<file path="src/hw/poly_pkg.sv">
package poly_pkg;

  // **************************************************
  // basic widths
  // **************************************************

  // one spi data byte
  typedef logic [7:0] byte_t;
  // spi bus address, upper 16 bits select the window
  typedef logic [31:0] bus_addr_t;
  // one point buffer word
  typedef logic [15:0] word_t;
  // unsigned pixel coordinate
  typedef logic [15:0] coord_t;
  // rgb565 pixel colour
  typedef logic [15:0] color_t;
  // polyline length in bytes, 4 bytes per point
  typedef logic [15:0] len_t;

  // **************************************************
  // grouped signals
  // **************************************************

  // payload of one bus write strobe
  typedef struct packed {
    bus_addr_t addr;
    byte_t     data;
  } bus_wr_t;

  // one pixel, or one segment end point
  typedef struct packed {
    coord_t x;
    coord_t y;
    color_t color;
  } pixel_t;

  // address windows, upper 16 address bits
  localparam logic [15:0] BUF_WINDOW = 16'h1cdd;
  localparam logic [15:0] CMD_WINDOW = 16'h1cde;

endpackage

</file>
<file path="src/hw/polyline_seq.sv">
`timescale 1ns/1ps

module polyline_seq #(
  parameter int buf_addr_bits = 10
) (
  input  logic                     clk,
  input  logic                     rst,
  input  logic                     plot,
  input  poly_pkg::len_t           len,
  input  poly_pkg::color_t         color,
  output logic [buf_addr_bits-1:0] rd_addr,
  input  poly_pkg::word_t          rd_data,
  output logic                     seg_start,
  output poly_pkg::pixel_t         seg_from,
  output poly_pkg::pixel_t         seg_to,
  output logic                     skip_first,
  input  logic                     seg_done,
  output logic                     busy
);
  import poly_pkg::*;

  typedef enum logic [1:0] {st_idle, st_fetch, st_load, st_draw} state_t;

  state_t      state;
  // fetch cycle, 0 read x, 1 read y, 2 capture y
  logic [1:0]  fc;
  // point count and next point to fetch
  logic [13:0] count;
  logic [13:0] pt_idx;
  // set until the first segment is loaded
  logic        first;
  color_t      col_q;
  coord_t      nx;

  assign busy       = (state != st_idle);
  assign seg_start  = (state == st_load);
  // shared vertex was the previous segment's end
  assign skip_first = ~first;
  // point i lives at words 2i and 2i+1
  assign rd_addr    = {pt_idx[buf_addr_bits-2:0], fc[0]};

  always_ff @(posedge clk) begin
    if (rst) begin
      state  <= st_idle;
      fc     <= '0;
      count  <= '0;
      pt_idx <= '0;
      first  <= 1'b0;
    end else begin
      case (state)
        st_idle: begin
          // plot while busy never reaches here
          if (plot) begin
            state  <= st_fetch;
            fc     <= '0;
            pt_idx <= '0;
            count  <= len[15:2];
            first  <= 1'b1;
          end
        end
        st_fetch: begin
          fc <= fc + 2'd1;
          if (fc == 2'd1 && count < 14'd2) begin
            // nothing to draw
            state <= st_idle;
          end else if (fc == 2'd2) begin
            fc     <= '0;
            pt_idx <= pt_idx + 14'd1;
            // first segment needs two points
            if (pt_idx != 14'd0) state <= st_load;
          end
        end
        st_load: begin
          first <= 1'b0;
          state <= st_draw;
        end
        default: begin
          if (seg_done) begin
            if (pt_idx == count) state <= st_idle;
            else state <= st_fetch;
          end
        end
      endcase
    end
  end

  // end points shift along the list
  always_ff @(posedge clk) begin
    if (state == st_idle && plot) begin
      col_q <= color;
    end
    if (state == st_fetch && fc == 2'd1) begin
      nx <= rd_data;
    end
    if (state == st_fetch && fc == 2'd2) begin
      seg_from <= seg_to;
      seg_to   <= '{x: nx, y: rd_data, color: col_q};
    end
  end

endmodule

</file>
<file path="config.mk">
export PLATFORM = sky130hd
export DESIGN_NAME = polyline_seq
export DESIGN_NICKNAME = d
export VERILOG_FILES = /design/src/hw/poly_pkg.sv /design/src/hw/polyline_seq.sv
export SDC_FILE = /design/constraint.sdc
export NUM_CORES = 1
export LEC_CHECK = 0
export BUFFER_PORTS_ARGS = -buffer_cell sky130_fd_sc_hd__buf_2
export CAP_MARGIN = 20
export CORE_ASPECT_RATIO = 1.4
export CORE_MARGIN = 4
export CORE_UTILIZATION = 45
export DETAILED_ROUTE_END_ITERATION = 7
export PLACE_DENSITY = 0.8
export SYNTH_ARGS = -nofsm -noshare
export SYNTH_HDL_FRONTEND = slang
export SYNTH_SLANG_ARGS = --single-unit
</file>
<file path="constraint.sdc">
create_clock -name clk -period 7.2 [get_ports clk]
set_clock_uncertainty 0.2 [all_clocks]
set_input_delay 0.36 -clock clk [delete_from_list [all_inputs] [get_ports clk]]
set_output_delay 0.36 -clock clk [all_outputs]
set_load 0.05 [all_outputs]
</file>
==> out/qor.csv <==
metric,value,unit
status,finished clean,
Worst-Skew Late Latency,0.41,ns
Slew HR,28.7,%
Port Buffers,158,
syn nets,409,
WL per Instance,16.7,microns
Unique masters post-synth,40,
Max Freq,393,MHz
crit start category,flop,
peak supply drop,0.000144,V
post-route ant nets,0,
first-pass GRT wire length,18500,microns
setup bufs post-CTS,0,
"commonest non-fill, non-tap cell in the layout",buf_2,
synth-to-layout area growth,33.6,%
worst slew pin tran,1.07,ns
pin count of the biggest net entering global routing,89,
CP Cell Sequence,and4bb_4 > buf_4,
sequential fraction of the synthesis area,79.7,%
Hold Path Class,in -> reg,
CTS tree,yes,
Clock Sink Count,161,
Final setup viols,0,
Synth Area in Simple Gates,8.86,%
clock-pin slew on the worst setup and hold paths,0.06,ns
Synth Register Bits,161,
Die X-Extent,103,microns
vias in the first global route,3643,
most frequent cells in the layout,"158 x buf_2, 128 x edfxtp_1, 46 x dlygate4sd3_1",
Clock H-tree levels,4,
Clock Root Buffer,clkbuf_16,
max-cap violation count,0,
"Largest stage delay, worst path",0.86,ns
Fillers,873,
yosys warns,0,
"Gates resized, CTS repair",0,
Pwr Total,0.00201,W
CORE AREA,0.0123,sq mm
main combinational cell family by area after synthesis,simple AND/OR/NAND/NOR gates,
Syn Inst Count,355,
Clock Tree Buf Depth,2,
complex-gate fraction of the synthesized area,5.09,%
area occupied by registers,0.00450,sq mm
slowest CP cell,buf_4,
HPWL after detailed placement,7960,microns
Post-Synthesis Cell Area,0.00565,sq mm
initial antenna violation count,0,
Tcrit/Tclk final,35.4,%
number of CTS-inserted buffers,17,
Detailed Route WL,12100,microns
drt pass-1 iters,4,
NumNets Final,611,
post-layout min period,2.55,ns
IO Pins,161,
initial DRC count,148,
LEAKAGE,2.80,nW
# diodes,0,
Die Height,141,microns
Remaining DRCs,0,
die area,0.0144,sq mm
Worst EP required,7.03,ns
total gr overflow,0,
fin. max-slew vios,0,
CP Max Fanout,88,
Pwr per Cell Area,267,mW/mm^2
multiplexer share of the synthesized area,0.199,%
setup TNS,0,ns
fraction of layout cells with a size suffix above 1,35.1,%
total number of vias,3584,
Placer Congestion,0.854,
Initial Util,45.9,%
xor/xnor share of the synthesized area,2.79,%
Tot GR Track Use,16.9,%
Synth Area in Adders,0.443,%
"Worst Path Class, Setup",reg -> reg,
multi-input logic area,986,sq um
number of vias per cell,4.98,
"Hold Violations, Final",0,
Mapped Avg Cell Area,15.9,sq um
RSZ-0062 raised after global routing,no,
std cell rows,48,
crit path DAT,2.37,ns
CP Capture Type,flop,
[worst max-delay path, delay by kind of cell, from the launching register on]
kind	cells	cell delay, ns
DFF	1	0.61
and+or+nand+nor	1	0.44
buffers and inverters	1	0.86
[layer usage]
metal,vias to the layer above,global-route usage [%],wire (microns)
met5,-,0,0
li1,1712,-,-
met3,34,3.71,652
met1,1723,18.1,4190
met4,0,9.12,408
met2,115,30.3,6810
[logic make-up after synthesis]
group,count (synthesis)
compound gates,45
xor+xnor,18
fa+ha+maj,2
buf+inv,32
flops,161
mux,1
simple gates,96
[state kept, by name, indices dropped and copies added (netlist names)]
register  count
count        14
first         1
seg_from     48
state         2
fc            2
seg_to       48
col_q        16
pt_idx       14
nx           16
[layout make-up]
type,count,area share (%)
sequential,161,59.7
timing repair buffer,205,16.7
multi-input combinational,162,13.1
clock buffer,17,5.64
tap,150,2.49
clock inverter,15,1.97
inverter,10,0.497
[power breakdown]
part	internal, W	switching (W)
combinational	0.0000474	0.0000713
clock	0.000484	0.000368
sequential	0.00103	0.0000162
total	0.00156	0.000456
[cells in the mapped netlist (all sizes together)]
| master | number | area share [%] |
|---|---|---|
| o211ai | 1 | 0.13 |
| and4 | 2 | 0.31 |
| nor4 | 4 | 0.44 |
| or2 | 1 | 0.11 |
| nand2 | 40 | 2.7 |
| dfxtp | 33 | 12 |
| a2111oi | 3 | 0.80 |
| a21o | 1 | 0.13 |
| xor2 | 1 | 0.16 |
| nand2b | 3 | 0.47 |
| and4bb | 1 | 0.22 |
| nor2b | 2 | 0.22 |
| o21ai | 7 | 0.62 |
| xnor2 | 17 | 2.6 |
| nand3b | 1 | 0.35 |
| buf | 15 | 1.7 |
| ha | 2 | 0.44 |
| a211o | 3 | 0.47 |
| mux2 | 1 | 0.20 |
| nand4 | 9 | 1.0 |
| o311ai | 1 | 0.16 |
| and3 | 1 | 0.11 |
| edfxtp | 128 | 68 |
| inv | 10 | 0.66 |
| nand4b | 2 | 0.31 |
| nand3 | 4 | 0.35 |
| a311o | 1 | 0.18 |
| a211oi | 2 | 0.27 |
| a22oi | 1 | 0.13 |
| nor3 | 4 | 0.35 |
| or3 | 6 | 0.66 |
| a21oi | 25 | 2.2 |
| clkbuf | 7 | 0.47 |
| nor4b | 2 | 0.31 |
| nor2 | 14 | 0.93 |
[final timing paths]
kind / cells after the start / from / slack (ns) / endpoint
setup / recovery: 2 / state[0] / 4.65 / seg_to[2]
hold / removal: 4 / seg_done / 0.09 / state[1]
setup reg to reg: 2 / state[0] / 4.65 / seg_to[2]
hold reg to reg: 0 / nx[1] / 0.21 / seg_to[33]
[through the flow]
step / hold WS, ns / instances / util, % / worst slack (ns) / instance area (sq um)
6_report: 0.0887 / 720 / 61.3 / 4.65 / 7550
5_1_grt: 0.0903 / 720 / 61.3 / 4.49 / 7550
4_1_cts: 0.0433 / 720 / 61.3 / 4.68 / 7550
3_5_place_dp: 0.205 / 642 / 52.9 / 4.68 / 6510
3_3_place_gp: 0.201 / 642 / 52.9 / 4.76 / 6510
2_1_floorplan: 0.200 / 355 / - / 4.33 / 5650
[timing repair]
action,CTS,global route
endpoints found under the hold margin,62,0
setup endpoints to repair,0,0
hold buffers,46,0
Note: power is estimated with default switching activity, not from simulation.
