===== src/hw/poly_pkg.sv =====
package poly_pkg;

  // **************************************************
  // basic widths
  // **************************************************

  // one spi data byte
  typedef logic [7:0] byte_t;
  // spi bus address, upper 16 bits select the window
  typedef logic [31:0] bus_addr_t;
  // one point buffer word
  typedef logic [15:0] word_t;
  // unsigned pixel coordinate
  typedef logic [15:0] coord_t;
  // rgb565 pixel colour
  typedef logic [15:0] color_t;
  // polyline length in bytes, 4 bytes per point
  typedef logic [15:0] len_t;

  // **************************************************
  // grouped signals
  // **************************************************

  // payload of one bus write strobe
  typedef struct packed {
    bus_addr_t addr;
    byte_t     data;
  } bus_wr_t;

  // one pixel, or one segment end point
  typedef struct packed {
    coord_t x;
    coord_t y;
    color_t color;
  } pixel_t;

  // address windows, upper 16 address bits
  localparam logic [15:0] BUF_WINDOW = 16'h1cdd;
  localparam logic [15:0] CMD_WINDOW = 16'h1cde;

endpackage


===== src/hw/line_stepper.sv =====
`timescale 1ns/1ps

module line_stepper (
  input  logic             clk,
  input  logic             rst,
  input  logic             seg_start,
  input  logic             skip_first,
  input  poly_pkg::pixel_t seg_from,
  input  poly_pkg::pixel_t seg_to,
  output logic             pixel_valid,
  output poly_pkg::pixel_t pixel,
  output logic             seg_done
);
  import poly_pkg::*;

  // current point and end point
  coord_t             x;
  coord_t             y;
  coord_t             x_end;
  coord_t             y_end;
  color_t             col;
  // step directions where all ones is minus one
  coord_t             sx;
  coord_t             sy;
  // bresenham terms with dy kept negative
  logic signed [17:0] err;
  logic signed [17:0] dx;
  logic signed [17:0] dy;
  logic               running;
  logic               skip;
  // setup values from the segment ports
  coord_t             adx;
  coord_t             ady;
  logic signed [17:0] dx_init;
  logic signed [17:0] dy_init;
  // one step
  logic signed [18:0] e2;
  logic               step_x;
  logic               step_y;
  logic               at_end;
  logic signed [17:0] err_next;

  // **************************************************
  // segment setup
  // **************************************************

  always_comb begin
    adx = (seg_to.x >= seg_from.x) ? seg_to.x - seg_from.x : seg_from.x - seg_to.x;
    ady = (seg_to.y >= seg_from.y) ? seg_to.y - seg_from.y : seg_from.y - seg_to.y;
    dx_init = signed'({2'b00, adx});
    dy_init = -signed'({2'b00, ady});
  end

  // **************************************************
  // step logic
  // **************************************************

  always_comb begin
    e2       = {err, 1'b0};
    step_x   = (e2 >= 19'(dy));
    step_y   = (e2 <= 19'(dx));
    // both moves can happen in one step
    err_next = err + (step_x ? dy : 18'sd0) + (step_y ? dx : 18'sd0);
    at_end   = (x == x_end) && (y == y_end);
  end

  // current point leaves every running cycle
  assign pixel_valid = running & ~skip;
  assign pixel       = '{x: x, y: y, color: col};
  // last point of the segment even when suppressed
  assign seg_done    = running & at_end;

  always_ff @(posedge clk) begin
    if (rst) begin
      running <= 1'b0;
      skip    <= 1'b0;
    end else if (seg_start) begin
      running <= 1'b1;
      skip    <= skip_first;
    end else if (running) begin
      // only the first point can be skipped
      skip <= 1'b0;
      if (at_end) running <= 1'b0;
    end
  end

  always_ff @(posedge clk) begin
    if (seg_start) begin
      x     <= seg_from.x;
      y     <= seg_from.y;
      x_end <= seg_to.x;
      y_end <= seg_to.y;
      col   <= seg_from.color;
      sx    <= (seg_to.x >= seg_from.x) ? 16'h0001 : 16'hffff;
      sy    <= (seg_to.y >= seg_from.y) ? 16'h0001 : 16'hffff;
      dx    <= dx_init;
      dy    <= dy_init;
      err   <= dx_init + dy_init;
    end else if (running && !at_end) begin
      if (step_x) x <= x + sx;
      if (step_y) y <= y + sy;
      err <= err_next;
    end
  end

endmodule


===== config.mk =====
export PLATFORM = sky130hd
export DESIGN_NAME = line_stepper
export DESIGN_NICKNAME = d
export VERILOG_FILES = /design/src/hw/poly_pkg.sv /design/src/hw/line_stepper.sv
export SDC_FILE = /design/constraint.sdc
export NUM_CORES = 1
export LEC_CHECK = 0
export BUFFER_PORTS_ARGS = -buffer_cell sky130_fd_sc_hd__buf_2
export CORE_UTILIZATION = 50
export DETAILED_ROUTE_END_ITERATION = 16
export HOLD_SLACK_MARGIN = 0.08
export PLACE_DENSITY = 0.78
export REMOVE_ABC_BUFFERS = 1
export SETUP_SLACK_MARGIN = 0.15
export SLEW_MARGIN = 20
export SYNTH_ARGS = -nofsm -noshare
export SYNTH_HDL_FRONTEND = slang
export SYNTH_SLANG_ARGS = --single-unit

===== constraint.sdc =====
create_clock -name clk -period 6.82 [get_ports clk]
set_input_delay 1.364 -clock clk [delete_from_list [all_inputs] [get_ports clk]]
set_output_delay 1.364 -clock clk [all_outputs]
set_load 0.02 [all_outputs]

==> out/results.ini <==
[clock_tree]
cts_tree=built
clk_path_buf_depth=2
cts_root_buffer=clkbuf_16
clkTransAtPathRegs_ns=0.07
cts_sinks=136
htree_levels=4
cts_buffers=17
cts_hold_buf=0
clock_latency_ns=0.44

[synthesis]
postSynthAreaPerCell_um2=9.428
synthFlopType=edfxtp_1
synth-simple-area-share=0.1368
synth_top_family_by_area=compound AO/OA/AOI/OAI gates
muxShareOfSynthArea=0.01228
synth_fa_ha_area_frac=0.1919
synthTopCellsByCount=ha_1 (157), inv_1 (142), edfxtp_1 (134)
synth.distinct_cells=86
synth_compound_area_frac=0.2030
synth_top_area_cell=edfxtp_1
ys_ff_latch=136
synthArstFlopShare=0
synth-edff-count=134
netlist_area_um2=12740
yosysMostFrequentCell=ha_1
synth-xor-area-share=0.07770
yosys.area.top_type_share=0.3159
ys_seq_area_frac=0.3191
yosysWarnings=0
synthCells=1351
synthTopCellsByArea=edfxtp_1 (32%), ha_1 (15%), xnor2_1 (5.7%)

[floorplanning]
die_w_um=161.6
num_rows=58
pin_count=150
start_util=0.5073
dieHeight_um=161.6
dieArea_um2=26120
core_um2=25110

[global_routing]
grt_pass1_wl_mm=52.92
grt_pass1_vias=10305
antenna_found_initial=1
gr-total-overflow=0
grt_usage=0.2561
grt_max_degree=75

[drt]
post_drt_wl_per_cell_um=17.95
routed_via_density=5.854
drt_iter0_drc=1041
dr.pass1.iters=5
vias=10742
drc=0
ant_nets=0
routed_wl_mm=32.94

[power]
leakage_uw=0.006441
ir_drop_v=0.0002219
p_per_area_nw_per_um2=418.8

[timing]
final-hold-violation-count=0
slew_viol_final=0
setup_viol=0
skew_ns=0.01326
fmax_mhz=158.6
tightest_slew_ns=0.9700
slew_headroom=0.3518
grt_setup_unrepaired=no
finalSetupTns_ns=0
fin_crit_sh=0.9243
fin_crit_ns=6.304

[setup_path]
end_kind=register
worstPathRequired_ns=6.97
crit_fanout=7
crit_arrival_ns=6.45
crit_type=primary input to register
cp-start-kind=primary input

[finish]
nets=1772
final_cells=1835
drive_above_1_share=0.1503
fillers=2203
area_delta_synth_final_pct=12.71
final_area_um2=14360
fin_util=0.5718

[outcome]
status=completed

[hold_path]
hp-class=register to register

[placement]
hpwlAfterDp_mm=25.91
place_congestion=0.9588
dp.cells=1802
post_dp_cell_area_um2=13800
port_buffers=133

[flow_run]
maxCapViolations=0

-- worst paths after layout --
check / to / cells after the start / startpoint / slack [ns]
worst min register to register: running$_SDFF_PP0_ / 2 / running$_SDFF_PP0_ / 0.58
worst min-delay path: running$_SDFF_PP0_ / 2 / running$_SDFF_PP0_ / 0.58
worst max-delay path: err[16]$_DFFE_PP_ / 22 / seg_from[34] / 0.52
worst max register to register: err[17]$_DFFE_PP_ / 22 / err[2]$_DFFE_PP_ / 0.57
-- per-layer routing --
layer / global-route usage / up-vias / wire length (um)
met2: 0.4199 / 365 / 15770
met3: 0.04032 / 63 / 1979
met5: 0 / - / 0
met1: 0.3384 / 5122 / 14190
met4: 0.1008 / 0 / 995
li1: - / 5192 / -
-- kinds of logic after synthesis --
kind of cell | count (synthesis)
muxes | 15
xor gates and xnor gates | 113
and+or+nand+nor | 337
DFF | 136
buffers and inverters | 179
adders and majority gates | 181
AOI/OAI and AO/OA | 390
-- layout by cell type, fill, tap and decap left out, drive strengths merged, types with 4 or more instances in the layout --
cell,n
o211ai,8
a21o,40
a311oi,4
nor3b,5
fa,24
or3,12
a211o,5
nand2,104
or3b,5
buf,157
nand3,22
a211oi,23
and3,14
xnor2,83
clkbuf,18
nor4,7
nor3,28
o21bai,18
a21oi,107
ha,157
o21ai,81
nor2b,15
o31ai,16
nand2b,5
nand4,22
and2,33
nor2,52
xor2,30
mux2i,13
clkinvlp,4
inv,150
o21a,33
a2111oi,7
a31oi,10
edfxtp,134
-- registers in the layout (all words and copies together) (netlist names) --
signal,count
col,16
dx,16
dy,18
err,18
running,1
skip,1
sx,1
sy,1
x,16
x_end,16
y,16
y_end,16
-- final cells by class --
cell class	count	area, um2	area share
Multi-Input combinational cell	1036	7936	0.5528
Sequential cell	136	4064	0.2831
Timing Repair Buffer	157	852.1	0.05935
Inverter	143	544.3	0.03791
Clock buffer	18	429.2	0.02989
Tap cell	330	412.9	0.02876
Clock inverter	14	115.1	0.008018
Antenna cell	1	2.502	0.0001743
-- repair_timing --
item / in CTS / in global routing
buffers inserted: 0 / 0
resized for setup: 0 / 4
setup endpoints to repair: 0 / 2
hold endpoints to repair: 0 / 0
-- worst max-delay path: stages --
cell and delay (ns):
buf_2 0.11, inv_1 0.04, ha_1 0.36, nor2b_1 0.16
o21a_1 0.18, o21ai_0 0.29, a21oi_1 0.16, o221ai_2 0.49
mux2_2 0.29, o21ai_0 0.12, a221oi_1 0.55, xnor2_1 0.25
ha_1 0.41, or3_1 0.36, o21ai_0 0.09, a31oi_1 0.09
a211o_1 0.33, a21o_1 0.18, a21oi_1 0.22, o21ai_0 0.17
nand3_1 0.12, a31oi_1 0.08
-- stage by stage --
| step | hold WS (ns) | setup slack [ns] | power [uW] |
|---|---|---|---|
| floorplan | 0.4732 | 0.1286 | 4069 |
| CTS | 0.5837 | 0.2300 | 5955 |
| global placement | 0.5525 | 0.2755 | 4888 |
| global route | 0.5898 | 0.1641 | 6468 |
| detailed placement | 0.5729 | 0.1749 | 5042 |
| finish | 0.5786 | 0.5162 | 6012 |
-- where the power goes --
group,internal [uW],total [uW],switching [uW]
Combinational,1600,3710,2120
Clock,474,892,418
Sequential,1220,1410,186
Total,3290,6010,2720
No activity file was read; power rests on OpenSTA's default activity.
