**src/hw/poly_pkg.sv**
```systemverilog
package poly_pkg;

  // **************************************************
  // basic widths
  // **************************************************

  // one spi data byte
  typedef logic [7:0] byte_t;
  // spi bus address, upper 16 bits select the window
  typedef logic [31:0] bus_addr_t;
  // one point buffer word
  typedef logic [15:0] word_t;
  // unsigned pixel coordinate
  typedef logic [15:0] coord_t;
  // rgb565 pixel colour
  typedef logic [15:0] color_t;
  // polyline length in bytes, 4 bytes per point
  typedef logic [15:0] len_t;

  // **************************************************
  // grouped signals
  // **************************************************

  // payload of one bus write strobe
  typedef struct packed {
    bus_addr_t addr;
    byte_t     data;
  } bus_wr_t;

  // one pixel, or one segment end point
  typedef struct packed {
    coord_t x;
    coord_t y;
    color_t color;
  } pixel_t;

  // address windows, upper 16 address bits
  localparam logic [15:0] BUF_WINDOW = 16'h1cdd;
  localparam logic [15:0] CMD_WINDOW = 16'h1cde;

endpackage

```
**src/hw/spi_write_slave.sv**
```systemverilog
`timescale 1ns/1ps

module spi_write_slave (
  input  logic              clk,
  input  logic              rst,
  input  logic              csn,
  input  logic              sclk,
  input  logic              mosi,
  output logic              bus_wr,
  output poly_pkg::bus_wr_t bus
);
  import poly_pkg::*;

  // synchronizer stages, bit order {csn, sclk, mosi}
  logic [2:0] sync_a;
  logic [2:0] sync_b;
  logic       csn_s;
  logic       sclk_s;
  logic       mosi_s;
  // sclk edge detect
  logic       sclk_prev;
  logic       sclk_rise;
  // byte assembly
  logic [2:0] bit_cnt;
  logic [6:0] shift;
  byte_t      rx_byte;
  logic       byte_done;
  // address phase, bit 2 set once four bytes are in
  logic [2:0] addr_cnt;
  bus_addr_t  addr;

  assign csn_s  = sync_b[2];
  assign sclk_s = sync_b[1];
  assign mosi_s = sync_b[0];

  // mode 0, sample on rising sclk
  assign sclk_rise = sclk_s & ~sclk_prev;
  // eighth bit comes straight from the pin
  assign rx_byte   = {shift, mosi_s};
  assign byte_done = ~csn_s & sclk_rise & (bit_cnt == 3'd7);

  // csn idles high
  always_ff @(posedge clk) begin
    if (rst) begin
      sync_a    <= 3'b100;
      sync_b    <= 3'b100;
      sclk_prev <= 1'b0;
    end else begin
      sync_a    <= {csn, sclk, mosi};
      sync_b    <= sync_a;
      sclk_prev <= sclk_s;
    end
  end

  // msb first, older bits fall out after a byte
  always_ff @(posedge clk) begin
    if (sclk_rise) begin
      shift <= {shift[5:0], mosi_s};
    end
  end

  // bit and address phase counters, csn high drops a partial byte
  always_ff @(posedge clk) begin
    if (rst) begin
      bit_cnt  <= '0;
      addr_cnt <= '0;
      bus_wr   <= 1'b0;
    end else begin
      bus_wr <= 1'b0;
      if (csn_s) begin
        bit_cnt  <= '0;
        addr_cnt <= '0;
      end else if (sclk_rise) begin
        bit_cnt <= bit_cnt + 3'd1;
        if (byte_done) begin
          if (!addr_cnt[2]) addr_cnt <= addr_cnt + 3'd1;
          else bus_wr <= 1'b1;
        end
      end
    end
  end

  // big-endian address, then one write per byte
  always_ff @(posedge clk) begin
    if (byte_done) begin
      if (!addr_cnt[2]) begin
        addr <= {addr[23:0], rx_byte};
      end else begin
        bus.addr <= addr;
        bus.data <= rx_byte;
        // next byte goes to the following address
        addr     <= addr + 32'd1;
      end
    end
  end

endmodule

```
**config.mk**
```make
export PLATFORM = sky130hd
export DESIGN_NAME = spi_write_slave
export DESIGN_NICKNAME = d
export VERILOG_FILES = /design/src/hw/poly_pkg.sv /design/src/hw/spi_write_slave.sv
export SDC_FILE = /design/constraint.sdc
export NUM_CORES = 1
export LEC_CHECK = 0
export BUFFER_PORTS_ARGS = -buffer_cell sky130_fd_sc_hd__buf_2
export CORE_UTILIZATION = 30
export CTS_CLUSTER_SIZE = 20
export DETAILED_ROUTE_END_ITERATION = 12
export GPL_TIMING_DRIVEN = 0
export HOLD_SLACK_MARGIN = 0.12
export MAX_ROUTING_LAYER = met4
export PLACE_DENSITY = 0.57
export SLEW_MARGIN = 40
export SYNTH_ARGS = -nofsm -noshare
export SYNTH_HDL_FRONTEND = slang
export SYNTH_SLANG_ARGS = --single-unit
```
**constraint.sdc**
```tcl
create_clock -name clk -period 5.4 [get_ports clk]
set_input_delay 0.81 -clock clk [delete_from_list [all_inputs] [get_ports clk]]
set_output_delay 0.81 -clock clk [all_outputs]
set_load 0.02 [all_outputs]
```
==> metrics.md, run 1 <==
| Metric | Value |
|---|---|
| TritonCTS clock tree | `built` |
| Setup Fix Bufs, Post-CTS | `0` |
| Post-Route WL | `7993 um` |
| Number of synthesized flops with an enable pin | `79` |
| Yosys warns | `0` |
| Syn_nets | `309` |
| Clock slew seen by the registers of the worst setup and hold paths | `0.06 ns` |
| Initial antenna violation count | `0` |
| Synth area leaders | `edfxtp_1, dfxtp_1, nor2_1` |
| Run status | `finished, final reports clean` |
| First-pass GRT wire length | `12840 um` |
| Final core occ | `37.08%` |
| Largest net degree at the start of global routing | `42` |
| Power Density | `299.8 nW/um^2` |
| DP Area | `4392 um^2` |
| Root Driver | `clkbuf_16` |
| Max-cap violations | `0` |
| Nets | `369` |
| GRT Total Usage | `13.56%` |
| Uppermost layer routed | `met4` |
| Ports | `46` |
| Pre-CTS setup slack | `3.000 ns` |
| Syn Inst Count | `300` |
| Worst setup endpoint | `bus[13]` |
| DP Wirelength | `5327 um` |
| Worst hold path class | `reg2reg` |
| Row count | `41` |
| Vias/cell | `4.734` |
| DR DRC count | `0` |
| Setup slack after layout | `3.004 ns` |
| Die height | `116.0 um` |
| GR Overflow Total | `0` |
| R2r startpoint | `bit_cnt[0]` |
| Die width | `116.0 um` |
| Footprint of the multi-input gates | `1167 um^2` |
| Worst Path Max Fanout | `41` |
| Clock period minus final worst setup slack | `2.396 ns` |
| Cell area after synthesis | `3896 um^2` |
| Clk buf depth | `2` |
| Post-DRT Antenna Nets | `0` |
| Post-synth top flop | `edfxtp_1` |
| Part of the power in registers | `55.4%` |
| Clock Latency Late Sink | `0.35 ns` |
| # resized after CTS | `0` |
| Slew of the pin with the lowest slew margin | `0.5747 ns` |
| Min-delay src | `sync_a[2]` |
| Relative slew slack | `61.69%` |
| Share of the synthesized area in the top cell type | `60.89%` |
| 1st-iter DRT viols | `145` |
| Register area | `2653 um^2` |
| CP Launch Point | `bit_cnt[0]` |
| CP arrival | `2.38 ns` |
| Wirelength per Cell | `14.88 um` |
| Final Hold Viols | `0` |
| Post-synth top area cell | `edfxtp_1` |
| Setup slack, reg-to-reg | `3.00 ns` |
| Peak supply drop | `164.6 uV` |
| Num CTS Buffers | `9` |
| M1 wire length | `3808 um` |
| Sequential share of the synthesized area | `68.08%` |
| Hold buffers post-CTS | `0` |
| Max Clock Freq | `417.4 MHz` |
| Setup violators final | `0` |
| Mean Syn Cell Area | `12.99 um^2` |
| #FFs+latches synth | `93` |
| CORE AREA | `12620 um^2` |
| Int Power | `0.001128 W` |
| Met2 WL | `3722 um` |
| DP Cell Count | `521` |
| Clock sinks | `93` |
| Ant diodes | `0` |
| Commonest cells post-synth | `edfxtp_1, nor2_1, a31oi_1` |
| Hold depth | `1` |
| Via count | `2542` |
| Pre-Repair DR Iteration Count | `4` |
| Net switching power | `0.0002743 W` |
| Max-slew violations | `0` |
| Synth cell types | `37` |
| Most numerous cell in the Yosys netlist | `edfxtp_1` |
| Kind of critical path | `reg2reg` |
| Clock share of power | `44.0%` |
| CP startpoint kind | `register` |
| Starting density of the core | `30.87%` |
| Met3 wire length | `309 um` |
| Design Area, Final | `4679 um^2` |
| Share of layout cells above drive strength 1 | `21.37%` |
| Switch share | `19.55%` |
| Unrepaired setup endpoints after global routing | `false` |
| CP Data Required Time | `5.39 ns` |
| Fin crit share | `44.37%` |
| R2r endpoint | `bus[13]` |
| LEAKAGE | `1.587 nW` |
| Clock skew | `0.006618 ns` |
| P&R area growth vs syn | `20.10%` |
| Worst setup EP type | `register` |
| Vias in the first global route | `2465` |
| Ys async rst share | `0%` |
| # H-tree levels | `3` |
| Filler Cells Inserted | `1274` |
| I/O Buffers | `45` |
| Sum Neg Setup Slack | `0 ns` |
| Comb pwr share | `0.6%` |
| Non-filler cells, final | `537` |
| Die footprint | `13450 um^2` |
| FF-to-FF path depth | `6` |
| Gpl congestion | `0.7920` |
==> final cells by class <==
class / count / area share, %
Sequential cell: 93 / 56.68
Multi-Input combinational cell: 185 / 24.95
Clock buffer: 13 / 5.775
Timing Repair Buffer: 49 / 5.615
Tap cell: 172 / 4.599
Buffer: 14 / 1.364
Inverter: 8 / 0.6417
Clock inverter: 3 / 0.3743
==> power groups by stage <==
stage | sequential [W] | combinational [W] | clock [W]
after floorplan | 0.000791 | 0.00000542 | 0
after global placement | 0.000792 | 0.00000802 | 0
after detailed placement | 0.000793 | 0.00000871 | 0
after CTS | 0.000777 | 0.00000872 | 0.000630
after global routing | 0.000777 | 0.00000982 | 0.000659
final | 0.000777 | 0.00000841 | 0.000617
==> logic make-up after synthesis <==
kind of cell,after synthesis,synth area share (%)
simple gates,112,15.54
flops,93,68.08
compound gates,49,7.932
buf+inv,22,2.408
xor+xnor,14,3.147
mux,6,1.606
fa+ha+maj,4,1.285
==> sequential cells by signal, summed over array words and instances (netlist names) <==
signal	cells
sclk_prev	1
bit_cnt	3
bus	40
addr_cnt	3
bus_wr	1
shift	7
addr	32
sync_b	3
sync_a	3
==> cells in the final DEF (no fill, tap or decap), drive strengths merged, types with 10 or more instances in the layout <==
master  instances
clkbuf         19
nor2           37
nand2          13
inv            10
buf            57
a31oi          16
dfxtp          14
edfxtp         79
or4            14
o31ai          12
a21oi          14
==> worst min-delay path by stage <==
stage	slack (ns)	endpoint
2_1_floorplan	0.39	sync_b[2]
3_3_place_gp	0.39	sync_b[2]
3_5_place_dp	0.39	sync_b[2]
4_1_cts	0.41	sync_b[2]
5_1_grt	0.44	sync_b[2]
6_report	0.41	sync_b[2]
==> layer usage <==
metal,global-route usage (%),vias up
met1,16.64,1210
met3,3.923,12
met4,5.897,0
li1,-,1265
met2,20.79,55
met5,-,-
==> stage by stage <==
stage / total power, W / hold slack (ns)
after floorplan: 0.0007969 / 0.3895
after global placement: 0.0008004 / 0.3933
after detailed placement: 0.0008015 / 0.3949
after CTS: 0.001415 / 0.4092
after global routing: 0.001446 / 0.4439
final: 0.001403 / 0.4079
==> worst max-delay path, cell delays in order (launching register included) <==
cell and delay (ns):
dfxtp_1 0.36, ha_1 0.16, ha_1 0.13, nor4bb_4 0.46, buf_6 0.22, buf_6 0.15, and2_4 0.51
Power figures use the tool's default switching activity.
==> run 2, diff against run 1 <==
clock period = 2 ns   (was 5.4 ns; I/O delays follow)
==> metrics.md, run 2 (same netlist as run 1, synthesis figures left out) <==
| Metric | Value |
|---|---|
| Max-cap violations | `0` |
| Max reg flops | `40` |
| Via count | `2772` |
| # H-tree levels | `3` |
| Largest net degree at the start of global routing | `22` |
| Sum Neg Setup Slack | `-0.03404 ns` |
| Starting density of the core | `30.87%` |
| Setup slack after layout | `-0.03404 ns` |
| CP startpoint kind | `register` |
| Vias in the first global route | `2649` |
| Failing checks | `negative setup slack` |
| Clk buf depth | `2` |
| Clock Latency Late Sink | `0.35 ns` |
| Relative slew slack | `56.15%` |
| Wirelength per Cell | `15.46 um` |
| Pre-CTS setup slack | `-0.4946 ns` |
| Share of layout cells above drive strength 1 | `35.98%` |
| Setup violators final | `1` |
| Run status | `finished with violations` |
| TritonCTS clock tree | `built` |
| Largest Register | `bus` |
| Initial antenna violation count | `0` |
| Clock share of power | `43.3%` |
| Worst Path Max Fanout | `10` |
| CORE AREA | `12620 um^2` |
| DR DRC count | `0` |
| Pre-Repair DR Iteration Count | `4` |
| Int Power | `0.002963 W` |
| Filler Cells Inserted | `1211` |
| Vias/cell | `4.821` |
| Final Hold Viols | `0` |
| Post-DRT Antenna Nets | `0` |
| Non-filler cells, final | `575` |
| Max Clock Freq | `491.6 MHz` |
| Clock slew seen by the registers of the worst setup and hold paths | `0.07 ns` |
| Peak supply drop | `295.7 uV` |
| Highest-count cells in the layout ignoring fill and taps | `edfxtp_1, buf_2, nor2_1, buf_4, a31oi_1` |
| Footprint of the multi-input gates | `1374 um^2` |
| First-pass GRT wire length | `13390 um` |
| DP Cell Count | `521` |
| Comb pwr share | `0.6%` |
| Post-Route WL | `8890 um` |
| Worst hold path class | `in2reg` |
| R2r endpoint | `addr[24]` |
| Kind of critical path | `reg2reg` |
| R2r startpoint | `addr[4]` |
| Max-slew violations | `0` |
| Nets | `407` |
| Power Density | `718.1 nW/um^2` |
| Root Driver | `clkbuf_16` |
| Most common library cell in the layout ignoring fill and taps | `edfxtp_1` |
| Part of the power in registers | `56.1%` |
| Setup slack, reg-to-reg | `-0.03 ns` |
| GRT Total Usage | `13.73%` |
| Net switching power | `0.0007750 W` |
| DP Wirelength | `5344 um` |
| CP Data Required Time | `2.20 ns` |
| 1st-iter DRT viols | `164` |
| CP arrival | `2.23 ns` |
| Fin crit share | `101.7%` |
| P&R area growth vs syn | `33.62%` |
| Clock skew | `0.008910 ns` |
| Post-layout power | `0.003738 W` |
| FF-to-FF path depth | `6` |
| Clock period minus final worst setup slack | `2.034 ns` |
| Die width | `116.0 um` |
| I/O Buffers | `45` |
| Die footprint | `13450 um^2` |
| GR Overflow Total | `0` |
| Die height | `116.0 um` |
| Hold depth | `2` |
| Register area | `2655 um^2` |
| Unrepaired setup endpoints after global routing | `true` |
| Clock sinks | `93` |
| Switch share | `20.73%` |
| Min-delay src | `sclk` |
| Slew of the pin with the lowest slew margin | `0.6577 ns` |
| Row count | `41` |
| Ant diodes | `0` |
| Ports | `46` |
| WHS | `0.1572 ns` |
| Gpl congestion | `0.7756` |
| Biggest regs | `bus x40, addr x32, shift x7` |
| LEAKAGE | `1.825 nW` |
| WHS Endpoint | `sync_a[1]` |
| Worst setup EP type | `register` |
| Num CTS Buffers | `9` |
[run 2: changes by cell type in the layout (fill, tap and decap cells not counted), moves of 3 or more]
cell      previous run  this run
buf_4                2        36
o31ai_1             12         4
or4_1               14         7
or4_4                0         7
o31ai_2              0         6
and2_4               1         4
clkbuf_1             7         4
clkbuf_8             3         0
[run 2: per-stage QoR]
step | area (um^2) | util [%]
CTS | 4976 | 39.43
global route | 5206 | 41.26
floorplan | 3943 | -
detailed placement | 4422 | 35.04
global placement | 4383 | 34.73
finish | 5206 | 41.26
[run 2: repair_timing]
| item | in CTS | in global routing |
|---|---|---|
| setup buffers | 27 | 7 |
| hold buffers | 1 | 0 |
| endpoints found under the setup margin | 61 | 63 |
| pin swaps | 8 | 20 |
| gates cloned | 2 | 3 |
| hold endpoints to repair | 1 | 0 |
| gates resized for setup | 14 | 33 |
[run 2: worst max-delay path: stages, from the launching register on]
cell and delay [ns]:
edfxtp_1 0.39, nand4_4 0.13, or4_4 0.52, buf_4 0.18, buf_6 0.15, or3_1 0.35, a31oi_1 0.16
[run 2: how the worst max path moves through the flow]
stage	from	end	slack, ns	depth (start not counted)
final	addr[4]	addr[24]	-0.03	6
after floorplan	bit_cnt[1]	bus[0]	-0.93	4
after detailed placement	bit_cnt[1]	bus[38]	-0.49	7
after global placement	bit_cnt[1]	bus[36]	-1.72	4
after CTS	addr[0]	addr[23]	-0.02	5
after global routing	addr[4]	addr[24]	-0.08	6
[run 2: final cells by class]
class	instances	area share, %
sequential	93	51.00
multi-input combinational	188	26.39
timing repair buffer	86	11.08
clock buffer	9	4.326
tap	172	4.134
buffer	12	1.394
clock inverter	7	1.106
inverter	8	0.5768
[run 2: routing by layer]
metal / global-route usage, % / part of all wire, %
met5: - / 0
met4: 5.299 / 1.4
met2: 22.46 / 50
met1: 16.56 / 44
met3: 2.981 / 5.1
[run 2: power groups by stage]
stage / combinational [W] / clock [W] / sequential, W
3_5_place_dp: 0.0000233 / 0 / 0.00214
3_3_place_gp: 0.0000222 / 0 / 0.00214
5_1_grt: 0.0000277 / 0.00173 / 0.00210
4_1_cts: 0.0000247 / 0.00165 / 0.00210
2_1_floorplan: 0.0000150 / 0 / 0.00214
6_report: 0.0000242 / 0.00162 / 0.00210
